File: src/include/memctrl_macros.svh
`ifndef MEMCTRL_MACROS_SVH
`define MEMCTRL_MACROS_SVH

// byte address width
`define MC_ADDR_W 32

// instruction and data words
`define MC_WORD_W 32

// one RAM byte
`define MC_BYTE_W 8

// decoded RAM address bits, 1 KiB
`define MC_RAM_AW 10

`endif
File: src/rtl/memctrl_pkg.sv
`include "memctrl_macros.svh"

package memctrl_pkg;

    typedef logic [`MC_ADDR_W-1:0] addr_t;

    typedef logic [`MC_WORD_W-1:0] word_t;

    typedef logic [`MC_BYTE_W-1:0] byte_t;

    // value equals the number of bytes
    typedef enum logic [2:0] {
        LEN_1 = 3'd1,
        LEN_2 = 3'd2,
        LEN_4 = 3'd4
    } len_e;

    typedef enum logic [1:0] {
        ACC_IDLE  = 2'd0,
        ACC_FETCH = 2'd1,
        ACC_LOAD  = 2'd2,
        ACC_STORE = 2'd3
    } access_e;

    // byte stage within a job
    typedef logic [2:0] stage_t;

endpackage

File: src/rtl/byte_sequencer.sv
`timescale 1ns/1ps
`include "memctrl_macros.svh"

module byte_sequencer (
    input  logic                 clk,
    input  logic                 rst,
    input  logic                 i_rdy,
    input  logic                 i_ioFull,
    input  logic                 i_start,
    input  memctrl_pkg::access_e i_job,
    input  memctrl_pkg::addr_t   i_base,
    input  memctrl_pkg::len_e    i_len,
    input  memctrl_pkg::word_t   i_storeData,
    output memctrl_pkg::addr_t   o_memAddr,
    output logic                 o_memWe,
    output memctrl_pkg::byte_t   o_memWdata,
    output logic                 o_capture,
    output memctrl_pkg::stage_t  o_captureIdx,
    output logic                 o_finish
);
    import memctrl_pkg::*;

    logic   paused;
    logic   issuing;
    logic   addrPhase;
    logic   readJob;
    logic   storeJob;
    logic   captureQ;
    stage_t stage;
    stage_t captureIdxQ;
    stage_t lastStage;
    stage_t memIdx;
    logic   storeFinish;
    logic   readFinish;

    assign paused    = !i_rdy || i_ioFull;
    assign readJob   = (i_job == ACC_FETCH) || (i_job == ACC_LOAD);
    assign storeJob  = (i_job == ACC_STORE);
    assign lastStage = stage_t'(i_len) - 3'd1;

    // addresses go out from the start cycle onward
    assign addrPhase = i_start || issuing;

    always_ff @(posedge clk) begin
        if (rst) begin
            issuing  <= 1'b0;
            stage    <= '0;
            captureQ <= 1'b0;
        end else if (!paused) begin
            if (addrPhase) begin
                if (stage == lastStage) begin
                    issuing <= 1'b0;
                    stage   <= '0;
                end else begin
                    issuing <= 1'b1;
                    stage   <= stage + 3'd1;
                end
            end
            // read data shows up one cycle after its address
            captureQ <= addrPhase && readJob;
        end
    end

    always_ff @(posedge clk) begin
        if (!paused) begin
            captureIdxQ <= stage;
        end
    end

    // a pause with a capture pending re-reads that byte,
    // so the RAM output is still right when progress resumes
    always_comb begin
        if (paused && captureQ) begin
            memIdx = captureIdxQ;
        end else begin
            memIdx = stage;
        end
    end

    assign o_memAddr  = i_base + addr_t'(memIdx);
    assign o_memWe    = addrPhase && storeJob && !paused;
    assign o_memWdata = i_storeData[`MC_BYTE_W*stage +: `MC_BYTE_W];

    assign o_capture    = captureQ && !paused;
    assign o_captureIdx = captureIdxQ;

    // last write, or last captured byte
    assign storeFinish = o_memWe && (stage == lastStage);
    assign readFinish  = o_capture && (captureIdxQ == lastStage);
    assign o_finish    = storeFinish || readFinish;

endmodule

File: config.mk
export PLATFORM = sky130hd
export DESIGN_NAME = byte_sequencer
export DESIGN_NICKNAME = d
export VERILOG_FILES = /design/src/rtl/memctrl_pkg.sv /design/src/rtl/byte_sequencer.sv
export VERILOG_INCLUDE_DIRS = /design/src /design/src/include
export SDC_FILE = /design/constraint.sdc
export NUM_CORES = 1
export LEC_CHECK = 0
export BUFFER_PORTS_ARGS = -buffer_cell sky130_fd_sc_hd__buf_2
export CAP_MARGIN = 20
export CORE_ASPECT_RATIO = 0.9
export CORE_MARGIN = 4
export CORE_UTILIZATION = 42
export DETAILED_ROUTE_END_ITERATION = 12
export PLACE_DENSITY = 0.87
export SLEW_MARGIN = 10
export SYNTH_ARGS = -nofsm -noshare
export SYNTH_HDL_FRONTEND = slang
export SYNTH_SLANG_ARGS = --single-unit
File: constraint.sdc
create_clock -name clk -period 5.4 [get_ports clk]
set_input_delay 1.08 -clock clk [delete_from_list [all_inputs] [get_ports clk]]
set_output_delay 1.08 -clock clk [all_outputs]
set_load 0.005 [all_outputs]
==> impl_metrics.tcl <==
set metrics [dict create \
    status "completed" \
    synth_ff_type "dfxtp_1" \
    clock_path_buffers 2 \
    ys_ff_latch 8 \
    n_fill_cell 283 \
    overflow 0 \
    critical-path-top-delay-family "simple AND/OR/NAND/NOR gates" \
    routabilityCongestion 0.808 \
    vias_per_cell 5.15 \
    min_path_type "reg2reg" \
    fin_setup_tns_ns 0 \
    cts_tree "yes" \
    setup_viol 0 \
    endpoint_kind "output pin" \
    cts_htree_levels 1 \
    critical_path_required_ns 4.32 \
    vias 1699 \
    place_hpwl_mm 3.93 \
    dieArea_sq_mm 0.00435 \
    synth_edf_count 3 \
    cts_buffers 3 \
    n_antenna_cell 0 \
    maxSlewHeadroom 0.510 \
    skew_ns 0.000399 \
    rsz0062_at_grt "no" \
    synth_top_area_share 0.131 \
    synth_async_sr_flop_share 0 \
    rr_endpoint "stage[2]" \
    worst-path-buf-inv 3 \
    clock.fmax_mhz 212 \
    min_period_ns 4.71 \
    root_buffer "clkbuf_8" \
    ctsResizeCount 0 \
    cts_setup_buffers 0 \
    regToRegSetupSlack_ns 3.73 \
    crit_arrival_ns 3.63 \
    core_sq_mm 0.00314 \
    row_count 19 \
    yosys-top-cells-area "xnor2_1 (13%), mux4_2 (13%), xor2_1 (9.3%), dfxtp_1 (7.1%), edfxtp_1 (6.4%)" \
    drc 0 \
    grt_pass1_wl_mm 7.16 \
    powerDensity_mw_per_mm2 120 \
    holdPathStages 2 \
    power.leakage_nw 1.02 \
    synth_commonest_cells "xnor2_1 (21), nand2_1 (17), xor2_1 (15)" \
    top_level_ports 120 \
    slowest_delay_ns 0.53 \
    path_cells "buf_2, nand2b_1, nand2_1, mux2_2, ha_1, inv_1, fa_1, nand2b_1, a2111o_1, nor4_2, xor2_1, buf_2" \
    die_w_microns 69.1 \
    clock_latency_ns 0.22 \
    path_class "in2out" \
    ant_nets 0 \
    grt_start_max_net_pins 15 \
    vdd_drop_max_v 0.000158 \
    cts_num_sinks 8 \
    tightestPinTransition_ns 0.735 \
    nNetsFinal 370 \
    synth_most_common_cell "xnor2_1" \
    portBuffers 119 \
    avgSynthCellArea_sq_um 8.39 \
    die_h_microns 62.9 \
    max_cap_violations 0 \
    antenna_found_initial 0 \
    wl_per_cell_microns 13.7 \
    netlist_area_sq_mm 0.00141 \
    start_util 0.449 \
    drtIter0Drc 55 \
    synth_top_area_cell "xnor2_1" \
    ys_types 34 \
    worstHoldStart "issuing" \
    layout-drive-gt1-share 0.476 \
    drt_pre_antenna_iters 4 \
    netlist_instances 168 \
    ys_seq_area_frac 0.135 \
    r2r_start "stage[2]" \
    grt_pass1_vias 1655 \
    slew_violations 0 \
    cp-start-kind "input pin" \
    syn_nets 249 \
    wl_mm 4.51 \
    reg2reg_depth 4 \
    place_area_sq_mm 0.00204 \
    critPathSlowestCell "a2111o_1" \
    path_clk_slew_ns 0.04 \
    finalHoldViolCount 0 \
    ctsHoldBuffers 0 \
    area_growth_pct 48.3 \
    yosysWarningCount 0 \
    fin_crit_sh 0.872 \
    utilization 0.666 \
    fin_area_sq_mm 0.00209 \
    critPathMaxFanout 6 \
    min_to "issuing" \
    grt.total_usage 0.195 \
]
==> stage by stage <==
stage | hold WS [ns] | power (mW) | cells | worst slack [ns]
final | 0.531 | 0.251 | 330 | 0.694
after global routing | 0.584 | 0.268 | 330 | 0.475
after CTS | 0.533 | 0.253 | 330 | 0.690
after detailed placement | 0.527 | 0.179 | 326 | 0.701
after global placement | 0.517 | 0.175 | 326 | 0.782
after floorplan | 0.465 | 0.117 | 168 | 1.08
==> worst register-to-register path, cell delays in order, from the launching register on <==
cell and delay (ns):
dfxtp_1 0.60, xnor3_1 0.48, nand3_1 0.19, nand4b_1 0.14, a31oi_1 0.19
==> report_power, final <==
group	switching, mW	total (mW)	internal, mW
sequential	0.00423	0.0693	0.0650
combinational	0.0480	0.108	0.0599
clock	0.0228	0.0739	0.0511
==> sequential cells by signal, indices dropped and copies added, names as in the netlist <==
name          count
stage             3
o_captureIdx      3
captureQ          1
issuing           1
==> worst max path at each step <==
stage,endpoint,start,slack (ns),cells past startpoint
after floorplan,o_memAddr[28],i_ioFull,1.08,10
after global placement,o_memAddr[28],i_ioFull,0.78,12
after detailed placement,o_memAddr[28],i_ioFull,0.70,12
after CTS,o_memAddr[28],i_ioFull,0.69,12
after global routing,o_memAddr[28],i_ioFull,0.48,12
final,o_memAddr[28],i_ioFull,0.69,12
==> cells by family (layout without fill, tap and decap cells) <==
group | after synthesis | after routing | synth area share
AOI/OAI and AO/OA | 12 | 12 | 0.0506
xor gates and xnor gates | 37 | 37 | 0.240
adders and majority gates | 7 | 7 | 0.0675
buffers and inverters | 14 | 134 | 0.0382
DFF | 8 | 8 | 0.135
muxes | 11 | 11 | 0.152
and+or+nand+nor | 79 | 79 | 0.317
==> cells in the final DEF, fill, tap and decap left out <==
cell and instances:
nand4b_1 1, nand3_1 12, or2_2 1, nand3b_1 2
nor2b_1 8, fa_1 1, edfxtp_1 3, nand4_1 12
inv_1 11, nor3_1 4, xor2_1 15, a31oi_1 1
a21o_1 1, ha_1 6, o22ai_1 1, and4_1 2
a2111o_1 1, nand4_2 1, nor2_1 9, nor4_4 1
a21oi_1 7, clkbuf_1 1, mux4_2 8, nor4_2 1
nand2_1 17, and2_1 1, xnor3_1 1, nand2b_1 2
clkbuf_8 3, dfxtp_1 5, buf_2 119, and3_1 5
mux2_2 3, o21ai_0 1, xnor2_1 21
==> per-layer routing <==
| layer | track usage | vias to the layer above | share of wire |
|---|---|---|---|
| li1 | - | 847 | - |
| met3 | 0.0273 | 6 | 0.047 |
| met4 | 0.0463 | 0 | 0.010 |
| met1 | 0.236 | 802 | 0.41 |
| met2 | 0.360 | 44 | 0.53 |
| met5 | 0 | - | 0 |
==> layout make-up <==
type	instances	area (sq um)	share of cell area
Sequential cell	8	190	0.0910
Multi-Input combinational cell	146	1160	0.557
Clock buffer	4	45.0	0.0216
Tap cell	42	52.6	0.0251
Timing Repair Buffer	119	596	0.285
Inverter	11	41.3	0.0198
Power figures use the tool's default switching activity.
