### src/include/memctrl_macros.svh
`ifndef MEMCTRL_MACROS_SVH
`define MEMCTRL_MACROS_SVH

// byte address width
`define MC_ADDR_W 32

// instruction and data words
`define MC_WORD_W 32

// one RAM byte
`define MC_BYTE_W 8

// decoded RAM address bits, 1 KiB
`define MC_RAM_AW 10

`endif
### src/rtl/memctrl_pkg.sv
`include "memctrl_macros.svh"

package memctrl_pkg;

    typedef logic [`MC_ADDR_W-1:0] addr_t;

    typedef logic [`MC_WORD_W-1:0] word_t;

    typedef logic [`MC_BYTE_W-1:0] byte_t;

    // value equals the number of bytes
    typedef enum logic [2:0] {
        LEN_1 = 3'd1,
        LEN_2 = 3'd2,
        LEN_4 = 3'd4
    } len_e;

    typedef enum logic [1:0] {
        ACC_IDLE  = 2'd0,
        ACC_FETCH = 2'd1,
        ACC_LOAD  = 2'd2,
        ACC_STORE = 2'd3
    } access_e;

    // byte stage within a job
    typedef logic [2:0] stage_t;

endpackage

### src/rtl/word_assembler.sv
`timescale 1ns/1ps
`include "memctrl_macros.svh"

module word_assembler (
    input  logic                 clk,
    input  logic                 rst,
    input  logic                 i_rdy,
    input  logic                 i_ioFull,
    input  memctrl_pkg::access_e i_job,
    input  memctrl_pkg::len_e    i_len,
    input  logic                 i_capture,
    input  memctrl_pkg::stage_t  i_captureIdx,
    input  memctrl_pkg::byte_t   i_memRdata,
    input  logic                 i_finish,
    output logic                 o_infDone,
    output memctrl_pkg::word_t   o_infInst,
    output logic                 o_dcDone,
    output memctrl_pkg::word_t   o_dcData
);
    import memctrl_pkg::*;

    logic  paused;
    logic  infDoneQ;
    logic  dcDoneQ;
    word_t accum;
    word_t merged;
    word_t lenMask;

    assign paused = !i_rdy || i_ioFull;

    // current byte dropped into its lane
    always_comb begin
        merged = accum;
        if (i_capture) begin
            merged[`MC_BYTE_W*i_captureIdx +: `MC_BYTE_W] = i_memRdata;
        end
    end

    // zero-extension of short loads
    always_comb begin
        case (i_len)
            LEN_1:   lenMask = word_t'(32'h0000_00ff);
            LEN_2:   lenMask = word_t'(32'h0000_ffff);
            default: lenMask = '1;
        endcase
    end

    always_ff @(posedge clk) begin
        if (rst) begin
            accum    <= '0;
            infDoneQ <= 1'b0;
            dcDoneQ  <= 1'b0;
        end else if (!paused) begin
            infDoneQ <= i_finish && (i_job == ACC_FETCH);
            dcDoneQ  <= i_finish && ((i_job == ACC_LOAD) || (i_job == ACC_STORE));
            // word starts from zero for the next job
            if (i_finish) begin
                accum <= '0;
            end else if (i_capture) begin
                accum <= merged;
            end
        end
    end

    always_ff @(posedge clk) begin
        if (!paused && i_finish) begin
            case (i_job)
                ACC_FETCH: o_infInst <= merged & lenMask;
                ACC_LOAD:  o_dcData  <= merged & lenMask;
                ACC_STORE: o_dcData  <= '0;
                default:   ;
            endcase
        end
    end

    // a done held over a pause shows once progress resumes
    assign o_infDone = infDoneQ && !paused;
    assign o_dcDone  = dcDoneQ && !paused;

endmodule

### config.mk
export PLATFORM = sky130hd
export DESIGN_NAME = word_assembler
export DESIGN_NICKNAME = d
export VERILOG_FILES = /design/src/rtl/memctrl_pkg.sv /design/src/rtl/word_assembler.sv
export VERILOG_INCLUDE_DIRS = /design/src /design/src/include
export SDC_FILE = /design/constraint.sdc
export NUM_CORES = 1
export LEC_CHECK = 0
export BUFFER_PORTS_ARGS = -buffer_cell sky130_fd_sc_hd__buf_2
export CAP_MARGIN = 0
export CORE_UTILIZATION = 50
export CTS_CLUSTER_SIZE = 14
export DETAILED_ROUTE_END_ITERATION = 8
export MAX_ROUTING_LAYER = met4
export PLACE_DENSITY = 0.75
export SLEW_MARGIN = 20
export SYNTH_ARGS = -nofsm -noshare
export SYNTH_HDL_FRONTEND = slang
export SYNTH_SLANG_ARGS = --single-unit
### constraint.sdc
create_clock -name clk -period 2.5 [get_ports clk]
set_input_delay 0 -clock clk [delete_from_list [all_inputs] [get_ports clk]]
set_output_delay 0 -clock clk [all_outputs]
set_load 0.005 [all_outputs]
==> flow_results.org <==
** CTS
- Clk_lat worst skew :: 0.36 ns
- Number of clock sinks :: 98
- Once the clock tree was built, the setup fixing pass inserted 0 buffers.
- The root buffer cell chosen for the clock tree is clkbuf_8.
- Number of clock buffers inserted by TritonCTS :: 9
- Gates resized during post-CTS repair numbered 0.
- Clk pin slew, worst setup/hold paths :: 0.09 ns
- CTS tree :: yes
- CTS max path bufs :: 2
- The H-tree was split into 3 levels.

** Cells and area
- Area Overhead vs Synth :: 19.65%
- The final layout contains 393 nets.
- Of the cells placed in the final design, the portion with a size suffix greater than 1 is 33.42%.
- Antenna diode count :: 0

** Worst setup path
- Max FO, Critical Path :: 8
- Slowest cell delay on critical path :: 0.55 ns
- STA classifies the critical path endpoint as a flip-flop.
- The signal on the critical path passes through dlygate4sd3_1 > buf_2 > nor3b_1 > nand2_1 > o21ai_1 > a22o_1.
- Across all register-to-register paths, the minimum setup slack is 1.52 ns.
- For the worst setup path, the data arrival time is 2.19 ns.
- At the worst endpoint, the required time is 2.79 ns.
- STA classifies the critical path startpoint as a primary input.
- The worst setup path is of the in -> reg kind.
- Slowest cell on crit path :: o21ai_1

** Global route
- Total global routing track utilization :: 22.07%
- Total overflow reported by the global router :: 0
- First-pass GRT wire length :: 12.27 mm
- The number of global-route vias before repair came to 2341.
- Entering global routing, the biggest net connects 33 pins.
- The number of antenna violations at the first check in global routing is 0.

** Floorplanning
- The floorplan step defined a die boundary enclosing 8006 sq um.
- The region available for standard cell placement spans 7331 sq um.
- For this design the top-level I/O count stands at 88.
- Count of standard-cell rows :: 31
- For this configuration, the core starts out at a cell density of 52.19%.
- The die is 89.48 um tall.
- Die width :: 89.48 um

** STA
- Final-report max-slew violation count :: 0
- Share of the clock period used by the worst path after layout :: 75.90%
- Subtracting the final worst setup slack from the clock period gives 1.898 ns.
- The worst pin sits at a relative slew slack of 58.02%.
- Worst setup skew after layout :: 0.009285 ns
- Setup violations remaining at the end of the flow were counted as 0.
- Setup slack after layout :: 0.6024 ns
- Derived from the worst setup path, the maximum achievable clock frequency is 527.0 MHz.
- For the pin with the worst max-slew slack, the measured transition is 0.6254 ns.
- The total count of hold-check failures in the final report was 0.
- Setup TNS after final layout :: 0 ns
- Setup repair after global routing missed its margin :: no

** Synth
- Cells after synthesis :: 282
- Nets in the synthesized netlist :: 306
- Synthesis inferred 98 register bits.
- Dividing the synthesized area by the synthesized cell count gives 13.57 sq um.
- Xor and xnor fraction of the mapped netlist area :: 0.2289%
- Post-synthesis instance area :: 3826 sq um
- Main combinational cell family by area after synthesis :: simple AND/OR/NAND/NOR gates
- Number of enable-type register cells in the synthesized netlist :: 64
- Share of synthesized cell area in and, or, nand and nor gates :: 9.876%
- Register area share after synthesis :: 68.02%
- The netlist uses 32 different library cells.
- After synthesis, the share of cell area in mux cells is 8.633%.
- Most used DFF post-synth :: edfxtp_1
- Share of flip-flops with an asynchronous set or reset :: 0%
- Synthesized-area fraction occupied by ao, oa, aoi and oai cells :: 9.876%
- The Yosys step of the flow raised 0 warnings.
- After Yosys synthesis, full adders, half adders and majority gates account for 0.6540% of the synthesized area.

** Power and ir drop
- Total power :: 2.908 mW
- IR analysis of the VDD net gives a maximum drop of 290.6 uV.
- Dividing total power by cell area gives a power density of 635.2 nW/um^2.
- Combinational logic is responsible for 6.1% of the overall power.
- The analysis attributes to cell leakage a power of 1.666 nW.
- Of the total power, the share spent switching nets is 22.78%.
- The internal power of the cells totals 2.246 mW.
- Sequential power share :: 59.8%
- The share of total power dissipated in the clock network is 34.2%.
- In this run the power spent charging and discharging nets is 0.6626 mW.

** Drt
- The final route contains 2533 vias.
- Drt pass-1 iters :: 4
- Dividing the detail-routed wire length by the instance count gives 16.81 um.
- In this run the remaining antenna-violating nets after routing total 0.
- After detailed routing, the number of remaining DRC violations is 0.
- Dividing the detail-routed via count by the number of cells gives 5.355.
- In this run, the number of DRC markers left after iteration 0 of detailed routing was 152.
- Wires add up to 7.952 mm.

** Place
- Minimum setup slack after placement :: 0.5256 ns
- DP Wirelength :: 5.279 mm
- The congestion estimate from routability-driven global placement came to 0.7463.
- In this run the tool buffered the top-level ports with 87 buffer cells.

** Run
- The tool flagged a number of max-cap violations equal to 0.

** Run status
- Result of the run :: completed

** Hold path
- Hold Crit Class :: in -> reg
-- layer usage --
metal	GRT usage, %	up-vias	part of all wire (%)
met4	9.957	0	1.7
met2	33.93	83	48
met1	29.08	1242	46
li1	-	1198	-
met3	3.416	10	4.2
met5	-	-	0
-- metrics by stage --
step	util, %	hold WS (ns)	std cells	area, sq um
final	62.45	0.01832	473	4578
after floorplan	-	0.07238	282	3826
after global placement	59.62	0.2052	456	4370
after CTS	62.45	0.003798	473	4578
after detailed placement	59.62	0.2136	456	4370
after global routing	62.45	0.01846	473	4578
-- cells in the mapped netlist, types with 2 or more instances --
master    count  area [sq um]
edfxtp_1     64          1922
a22o_1       32         280.3
nand2b_1      3         18.77
or2_1         2         12.51
and3_1        4         25.02
ha_1          2         25.02
mux2i_1      24         240.2
nor2_1       52         195.2
o21ai_1       4         20.02
nor2b_1       3         18.77
clkbuf_1     14         52.55
buf_2         5         25.02
a21oi_1       2         10.01
a21boi_0      8         60.06
and2_1        3         18.77
mux2_2        8         90.09
dfxtp_1      34         680.7
inv_1         4         15.01
-- cell families after synthesis --
family          after synthesis
fa+ha+maj                     2
buf+inv                      25
mux                          32
simple gates                 77
compound gates               47
flops                        98
xor+xnor                      1
-- flip-flops by register name, indices dropped and copies added (netlist names) --
name	cells
dcDoneQ	1
o_infInst	32
infDoneQ	1
o_dcData	32
accum	32
-- worst paths after layout --
| kind | start | endpoint | cells past startpoint |
|---|---|---|---|
| max | rst | accum[2] | 6 |
| min | i_memRdata[2] | accum[10] | 2 |
| max reg2reg | accum[6] | o_dcData[6] | 2 |
| min reg2reg | accum[0] | accum[0] | 1 |
-- power by group through the flow --
stage          Sequential, mW  Clock (mW)  Combinational [mW]
3_5_place_dp             1.77           0               0.174
6_report                 1.74       0.994               0.176
5_1_grt                  1.74        1.07               0.193
2_1_floorplan            1.78           0              0.0964
4_1_cts                  1.74        1.00               0.176
3_3_place_gp             1.77           0               0.170
-- cells in the final DEF (no fill, tap or decap), drive strengths merged, types with 2 or more instances in the layout --
| cell | netlist | final |
|---|---|---|
| nand2b | 3 | 3 |
| buf | 7 | 96 |
| or2 | 3 | 3 |
| a21oi | 2 | 2 |
| ha | 2 | 2 |
| and2 | 3 | 3 |
| clkinv | 0 | 3 |
| inv | 4 | 5 |
| a22o | 32 | 32 |
| clkbuf | 14 | 11 |
| mux2i | 24 | 24 |
| nor2b | 3 | 3 |
| dfxtp | 34 | 34 |
| nor2 | 52 | 52 |
| edfxtp | 64 | 64 |
| a21boi | 8 | 8 |
| mux2 | 8 | 8 |
| nor3b | 2 | 2 |
| and3 | 5 | 5 |
| o21ai | 4 | 4 |
-- area by class of cell --
cell class	count	area [sq um]
clock buffer	11	162.7
clock inverter	5	35.03
fill	570	2753
inverter	4	15.01
multi-input combinational	159	1126
sequential	98	2603
tap	99	123.9
timing repair buffer	97	513.0
-- critical path, delay by kind of cell --
kind / cells / cell delay (ns)
buffers and inverters: 2 / 0.67
AOI/OAI and AO/OA: 2 / 0.77
and+or+nand+nor: 2 / 0.75
-- what timing repair did --
action                                 CTS  global route
hold buffers                             1             0
endpoints found under the hold margin    2             0
setup endpoints to repair                0             0
Note: power is estimated with default switching activity, not from simulation.
