**config.mk**
```make
export PLATFORM = sky130hd
export DESIGN_NAME = mem_arbiter
export DESIGN_NICKNAME = d
export VERILOG_FILES = /design/src/rtl/memctrl_pkg.sv /design/src/rtl/mem_arbiter.sv
export VERILOG_INCLUDE_DIRS = /design/src /design/src/include
export SDC_FILE = /design/constraint.sdc
export NUM_CORES = 1
export LEC_CHECK = 0
export BUFFER_PORTS_ARGS = -buffer_cell sky130_fd_sc_hd__buf_2
export CORE_ASPECT_RATIO = 1.2
export CORE_MARGIN = 2
export CORE_UTILIZATION = 47
export CTS_BUF_LIST = sky130_fd_sc_hd__clkbuf_8
export CTS_CLUSTER_SIZE = 10
export DETAILED_ROUTE_END_ITERATION = 8
export PLACE_DENSITY = 0.95
export SYNTH_ARGS = -nofsm -noshare
export SYNTH_HDL_FRONTEND = slang
export SYNTH_SLANG_ARGS = --single-unit
```
**constraint.sdc**
```tcl
create_clock -name clk -period 5.8 [get_ports clk]
set_input_delay 0.58 -clock clk [delete_from_list [all_inputs] [get_ports clk]]
set_output_delay 0.58 -clock clk [all_outputs]
set_load 0.1 [all_outputs]
```
**src/include/memctrl_macros.svh**
```systemverilog
`ifndef MEMCTRL_MACROS_SVH
`define MEMCTRL_MACROS_SVH

// byte address width
`define MC_ADDR_W 32

// instruction and data words
`define MC_WORD_W 32

// one RAM byte
`define MC_BYTE_W 8

// decoded RAM address bits, 1 KiB
`define MC_RAM_AW 10

`endif
```
**src/rtl/memctrl_pkg.sv**
```systemverilog
`include "memctrl_macros.svh"

package memctrl_pkg;

    typedef logic [`MC_ADDR_W-1:0] addr_t;

    typedef logic [`MC_WORD_W-1:0] word_t;

    typedef logic [`MC_BYTE_W-1:0] byte_t;

    // value equals the number of bytes
    typedef enum logic [2:0] {
        LEN_1 = 3'd1,
        LEN_2 = 3'd2,
        LEN_4 = 3'd4
    } len_e;

    typedef enum logic [1:0] {
        ACC_IDLE  = 2'd0,
        ACC_FETCH = 2'd1,
        ACC_LOAD  = 2'd2,
        ACC_STORE = 2'd3
    } access_e;

    // byte stage within a job
    typedef logic [2:0] stage_t;

endpackage

```
**src/rtl/mem_arbiter.sv**
```systemverilog
`timescale 1ns/1ps

module mem_arbiter (
    input  logic                clk,
    input  logic                rst,
    input  logic                i_rdy,
    input  logic                i_ioFull,
    input  logic                i_infEn,
    input  memctrl_pkg::addr_t  i_infAddr,
    input  logic                i_dcEn,
    input  logic                i_dcStore,
    input  memctrl_pkg::len_e   i_dcLen,
    input  memctrl_pkg::word_t  i_dcData,
    input  memctrl_pkg::addr_t  i_dcAddr,
    input  logic                i_finish,
    output logic                o_start,
    output memctrl_pkg::access_e o_job,
    output memctrl_pkg::addr_t  o_base,
    output memctrl_pkg::len_e   o_len,
    output memctrl_pkg::word_t  o_storeData,
    output logic                o_infWait,
    output logic                o_dcWait
);
    import memctrl_pkg::*;

    logic paused;
    logic idle;

    assign paused = !i_rdy || i_ioFull;
    assign idle   = (o_job == ACC_IDLE);

    // job state and start pulse
    always_ff @(posedge clk) begin
        if (rst) begin
            o_job   <= ACC_IDLE;
            o_start <= 1'b0;
        end else if (!paused) begin
            if (idle) begin
                // data side wins when both ask
                if (i_dcEn) begin
                    o_job <= i_dcStore ? ACC_STORE : ACC_LOAD;
                end else if (i_infEn) begin
                    o_job <= ACC_FETCH;
                end
                o_start <= i_dcEn || i_infEn;
            end else begin
                o_start <= 1'b0;
                if (i_finish) begin
                    o_job <= ACC_IDLE;
                end
            end
        end
    end

    // latched request fields
    always_ff @(posedge clk) begin
        if (!paused && idle) begin
            if (i_dcEn) begin
                o_base      <= i_dcAddr;
                o_len       <= i_dcLen;
                o_storeData <= i_dcData;
            end else if (i_infEn) begin
                o_base      <= i_infAddr;
                o_len       <= LEN_4;
                o_storeData <= '0;
            end
        end
    end

    assign o_infWait = (o_job == ACC_LOAD) || (o_job == ACC_STORE);
    assign o_dcWait  = (o_job == ACC_FETCH);

endmodule

```
==> Implementation_results.wiki, run 1 <==
{| class="wikitable"
! Metric !! Value
|-
| Global-route wire length before repair || 8438 um
|-
| Sequential share of the synthesized area || 73.27%
|-
| Level count of the clock H-tree || 3
|-
| Num CTS Buffers || 9
|-
| DIE HEIGHT || 88.97 um
|-
| Result of the run || finished clean
|-
| Max-slew violation count || 0
|-
| Die X || 74.81 um
|-
| Inserted Diodes || 0
|-
| Count of yosys warnings during synthesis || 0
|-
| Routed WL per cell || 14.01 um
|-
| Crit path kind || reg -> reg
|-
| Arr. time, crit path || 1.90 ns
|-
| Synth Area per Inst || 17.78 sq um
|-
| Vias per cell || 4.625
|-
| Synth-to-Final Area Change || 38.10%
|-
| Top Ports || 179
|-
| Clk Latency, worst-skew pair || 0.32 ns
|-
| Count of TritonRoute iterations in the first routing pass || 4
|-
| Count of standard-cell rows || 30
|-
| Power per standard cell area || 296.4 nW/um^2
|-
| Final Hold Vio Count || 0
|-
| Aggregate global routing overflow || 0
|-
| Largest net degree at the start of global routing || 68
|-
| Number of synthesized register bits || 70
|-
| Total of endpoints with negative setup slack in the final report || 0
|-
| Number of nets at the end of the flow || 448
|-
| Unrepaired setup endpoints after global routing || false
|-
| Hold WC Path Type || in -> reg
|-
| Post-route DRC violation count || 0
|-
| Weighted congestion at the end of routability-driven global placement || 0.6858
|-
| Number of global-route vias before repair || 1,933
|-
| Minimum clock period || 1.953 ns
|-
| Reg clk slew, reported paths || 0.07 ns
|-
| Total of cells resized after clock tree synthesis || 0
|-
| Setup Buffers After CTS || 0
|-
| Residual antenna-violating net count after detailed routing || 0
|-
| Largest vdd supply drop || 0.1802 mV
|-
| Sinks on Clock Net || 70
|-
| Cell area after synthesis || 2828 sq um
|-
| Crit path required time || 5.75 ns
|-
| Worst hold margin || 0.4508 ns
|-
| Final clock skew || 0.006317 ns
|-
| Placed wire-length estimate after detailed placement || 4466 um
|-
| Kind of end point of the critical path || flop
|-
| Share of final-layout standard cells stronger than drive strength 1 || 65.99%
|-
| Total wire length after detailed routing || 5939 um
|-
| Clock tree from TritonCTS || yes
|-
| Global-route usage over all layers || 17.33%
|-
| Slew Limit Headroom || 44.66%
|-
| Transition at the pin with the smallest max-transition slack || 0.8301 ns
|-
| # Max-Cap Violations || 0
|-
| Clock Tree Buf Depth || 2
|-
| Area of the core region || 5743 sq um
|-
| CTS Hold Bufs || 0
|-
| Post-synthesis cell count || 159
|-
| Full die area || 6655 sq um
|-
| Share of the clock period used by the worst path || 33.67%
|-
| Leakage power || 0.001711 uW
|-
| Starting density of the core || 49.24%
|-
| Sum Neg Setup Slack || 0 ns
|-
| Critical Path Source Type || flop
|-
| Net count after synthesis || 266
|-
| Post-synthesis cell type count || 18
|-
| Port Buffer Count || 178
|-
| Total vias in the final route || 1,961
|-
| Fmax || 0.5121 GHz
|-
| Antenna violations before repair || 0
|-
| Starting DRC count in detailed routing || 78
|-
| Maximum fanout along the worst path || 67
|-
| Buffer type at the clock tree root || clkbuf_8
|}
[placed cells by master, fill, tap and decap left out, types with 2 or more instances in the layout]
master and count:
inv_1 2, a22oi_1 2, buf_2 178, edfxtp_1 67
clkinv_1 3, clkbuf_8 9, mux2_2 32, nor2_1 2
buf_4 2, and2_1 34, dfxtp_1 3
[metal layers]
layer  vias to the layer above  part of all wire, %  routed length (um)  track usage (%)
met2                        99                   55                3270            31.30
li1                        943                    -                   -                -
met1                       915                   36                2133            17.32
met4                         0                 0.67                  40            9.740
met5                         -                    0                   0                0
met3                         4                  8.3                 495            5.524
[logic make-up (layout without fill, tap and decap cells)]
kind of cell	count (synthesis)	after routing	synth area share, %
mux	33	33	13.27
flops	70	70	73.27
buf+inv	11	196	2.832
simple gates	40	40	9.425
compound gates	5	5	1.194
[sequential cells by signal, indices dropped and copies added, names as in the netlist]
signal	flops
o_base	32
o_storeData	32
o_len	3
o_job	2
o_start	1
[worst max-delay path: stages (launching register included)]
cell and delay, ns:
dfxtp_1 0.36, nor4b_4 0.36, o21ai_2 0.12, inv_2 0.06, buf_4 0.63
[final timing paths]
| kind | startpoint | end | slack (ns) | cells after the start |
|---|---|---|---|---|
| setup / recovery | o_job[1] | o_storeData[28] | 3.85 | 4 |
| hold / removal | rst | o_job[0] | 0.45 | 2 |
| setup reg to reg | o_job[1] | o_storeData[28] | 3.85 | 4 |
| hold reg to reg | o_start | o_start | 0.50 | 2 |
[cells in the mapped netlist]
cell type	count	area share, %
buf_6	5	2.0
a21oi_1	1	0.18
o21ai_2	1	0.31
clkbuf_1	3	0.40
nand2b_1	1	0.22
nor4b_4	1	0.84
and2_1	34	7.5
mux2_4	1	0.53
clkbuf_2	1	0.18
a22oi_1	2	0.53
dfxtp_1	3	2.1
and2b_2	1	0.31
o21ai_0	1	0.18
edfxtp_1	67	71
mux2_2	32	13
inv_1	2	0.27
nand3b_1	1	0.27
nor2_1	2	0.27
[power by group]
part | leakage, uW | total [uW] | internal [uW] | switching, uW
clock | 0.0000786 | 301 | 144 | 157
combinational | 0.000984 | 267 | 64.4 | 203
sequential | 0.000648 | 589 | 583 | 6.09
[area by class of cell]
type	count	area [sq um]
inverter	2	7.507
multi-input combinational	78	675.6
clock inverter	5	20.02
timing repair buffer	180	905.9
fill	429	1838
clock buffer	9	123.9
tap	80	100.1
sequential	70	2072
[metrics by stage]
| step | setup WS, ns | area, sq um | util, % | instances | total power [uW] |
|---|---|---|---|---|---|
| floorplan | 2.842 | 2828 | - | 159 | 810.2 |
| global placement | 3.603 | 3761 | 65.49 | 410 | 864.2 |
| detailed placement | 3.528 | 3761 | 65.49 | 410 | 869.4 |
| CTS | 3.845 | 3905 | 68.00 | 424 | 1168 |
| global route | 3.712 | 3905 | 68.00 | 424 | 1199 |
| finish | 3.847 | 3905 | 68.00 | 424 | 1158 |
Note: power is estimated with default switching activity, not from simulation.
==> inputs of run 2 (changes only) <==
--- a/config.mk
+++ b/config.mk
@@ -9,11 +9,11 @@
 export BUFFER_PORTS_ARGS = -buffer_cell sky130_fd_sc_hd__buf_2
 export CORE_ASPECT_RATIO = 1.2
 export CORE_MARGIN = 2
-export CORE_UTILIZATION = 47
+export CORE_UTILIZATION = 40
 export CTS_BUF_LIST = sky130_fd_sc_hd__clkbuf_8
 export CTS_CLUSTER_SIZE = 10
 export DETAILED_ROUTE_END_ITERATION = 8
-export PLACE_DENSITY = 0.95
+export PLACE_DENSITY = 0.89
 export SYNTH_ARGS = -nofsm -noshare
 export SYNTH_HDL_FRONTEND = slang
 export SYNTH_SLANG_ARGS = --single-unit
==> constraint.sdc (replaced) <==
create_clock -name clk -period 1.6 [get_ports clk]
set_input_delay 0.16 -clock clk [delete_from_list [all_inputs] [get_ports clk]]
set_output_delay 0.16 -clock clk [all_outputs]
set_load 0.1 [all_outputs]
==> Implementation_results.wiki, run 2 (synthesized netlist as in run 1, its figures left out) <==
{| class="wikitable"
! Metric !! Value
|-
| Cell count after placement || 420
|-
| Worst hold margin || 0.08512 ns
|-
| Power consumption || 4826 uW
|-
| Level count of the clock H-tree || 3
|-
| Routed WL per cell || 14.15 um
|-
| Power per standard cell area || 1178 nW/um^2
|-
| Aggregate global routing overflow || 0
|-
| Count of standard-cell rows || 33
|-
| Port Buffer Count || 178
|-
| Total vias in the final route || 1,958
|-
| Vias per cell || 4.470
|-
| Crit path kind || reg -> out
|-
| Total wire length after detailed routing || 6198 um
|-
| Full die area || 7761 sq um
|-
| Leakage power || 0.001779 uW
|-
| Slowest cell on the critical path || buf_2
|-
| Number of global-route vias before repair || 2,064
|-
| Series of cell instances along the critical path || and2b_2 -> buf_2
|-
| DIE HEIGHT || 96.11 um
|-
| Unrepaired setup endpoints after global routing || false
|-
| Residual antenna-violating net count after detailed routing || 0
|-
| Sinks on Clock Net || 70
|-
| Weighted congestion at the end of routability-driven global placement || 0.6596
|-
| Count of filler cells inserted in the layout || 545
|-
| Total of cells resized after clock tree synthesis || 0
|-
| Share of the clock period used by the worst path || 91.66%
|-
| Number of nets at the end of the flow || 452
|-
| Crit path required time || 1.44 ns
|-
| Final clock skew || 0.008105 ns
|-
| Area of the core region || 6854 sq um
|-
| Placement Cell Area || 3841 sq um
|-
| Longest individual stage delay on the worst path || 0.41 ns
|-
| Number of buffers and inverters on the critical path || 1
|-
| Clock tree from TritonCTS || yes
|-
| Final Hold Vio Count || 0
|-
| Registers with the highest flip-flop counts || o_base (32), o_storeData (32), o_len (3)
|-
| Final instance area || 4098 sq um
|-
| Starting DRC count in detailed routing || 87
|-
| Kind of end point of the critical path || output pin
|-
| Clock Tree Buf Depth || 2
|-
| Largest vdd supply drop || 0.6367 mV
|-
| Top Ports || 179
|-
| Antenna violations before repair || 2
|-
| Family of cells with the greatest summed delay on the critical path || buffers and inverters
|-
| Setup Buffers After CTS || 0
|-
| Hold WC Path Type || in -> reg
|-
| Largest net degree at the start of global routing || 36
|-
| Arr. time, crit path || 1.31 ns
|-
| Placed wire-length estimate after detailed placement || 4876 um
|-
| Result of the run || finished clean
|-
| Maximum fanout along the worst path || 5
|-
| Synth-to-Final Area Change || 44.91%
|-
| Max-slew violation count || 0
|-
| Slew Limit Headroom || 65.88%
|-
| Die X || 80.76 um
|-
| Num CTS Buffers || 9
|-
| Highest-count cells in the layout ignoring fill and taps || 178 x buf_2, 67 x edfxtp_1, 34 x and2_1
|-
| Global-route usage over all layers || 15.75%
|-
| Transition at the pin with the smallest max-transition slack || 0.5154 ns
|-
| Buffer type at the clock tree root || clkbuf_8
|-
| # Max-Cap Violations || 0
|-
| Share of final-layout standard cells stronger than drive strength 1 || 67.71%
|-
| Most common cell after layout, fill and taps aside || buf_2
|-
| Filler-free cell count of the finished design || 438
|-
| Post-route DRC violation count || 0
|-
| Minimum clock period || 1.467 ns
|-
| Total of endpoints with negative setup slack in the final report || 0
|-
| Count of TritonRoute iterations in the first routing pass || 4
|-
| Reg clk slew, reported paths || 0.08 ns
|-
| Fmax || 0.6819 GHz
|-
| Clk Latency, worst-skew pair || 0.33 ns
|-
| Final Core Density || 59.78%
|-
| Critical Path Source Type || flop
|-
| Starting density of the core || 41.26%
|-
| CTS Hold Bufs || 1
|-
| Global-route wire length before repair || 9073 um
|}
[run 2: cell types whose count changed in the layout (fill, tap and decap cells not counted), sizes merged]
cell         delta
clkinvlp        +1
buf             +3
dlygate4sd3     +1
clkinv          -2
diode           +1
bufinv          +3
[run 2: per-stage QoR]
stage | setup slack [ns] | TNS [ns]
global route | 0.06848 | 0
global placement | 0.1695 | 0
CTS | 0.1098 | 0
detailed placement | 0.1429 | 0
floorplan | -0.5172 | -34.65
finish | 0.1334 | 0
[run 2: cell type report]
type,count,area (sq um),area share (%)
flip-flops and latches,70,2079,50.75
repair buffers,184,975.9,23.82
multi-input cells,78,675.6,16.49
clock buffers,9,123.9,3.023
clock inverters,7,120.1,2.931
well taps,87,108.9,2.656
inverters,2,11.26,0.2748
diodes,1,2.502,0.06107
[run 2: worst paths after layout]
check	start	endpoint	slack [ns]	cells after the start
max reg2reg	o_job[0]	o_storeData[21]	0.14	4
min	i_dcLen[2]	o_len[2]	0.09	2
max	o_job[1]	o_dcWait	0.13	2
min reg2reg	o_start	o_start	0.51	2
[run 2: metal layers]
layer  up-vias  global-route usage (%)  wire [um]
met5         -                       0         16
met4         2                   7.486        110
met3        13                   5.722        630
met2       109                   30.42       3396
met1       880                   14.27       2043
li1        954                       -          -
[run 2: report_power, final]
group / internal [uW] / switching (uW)
registers: 2110 / 22.5
logic: 252 / 743
clock network: 1040 / 655
[run 2: worst reg2reg max path, cell delays in order, from the launching register on]
cell and delay, ns:
dfxtp_4 0.36, nor4b_4 0.32, o21ai_2 0.13, clkinvlp_4 0.13, buf_12 0.21
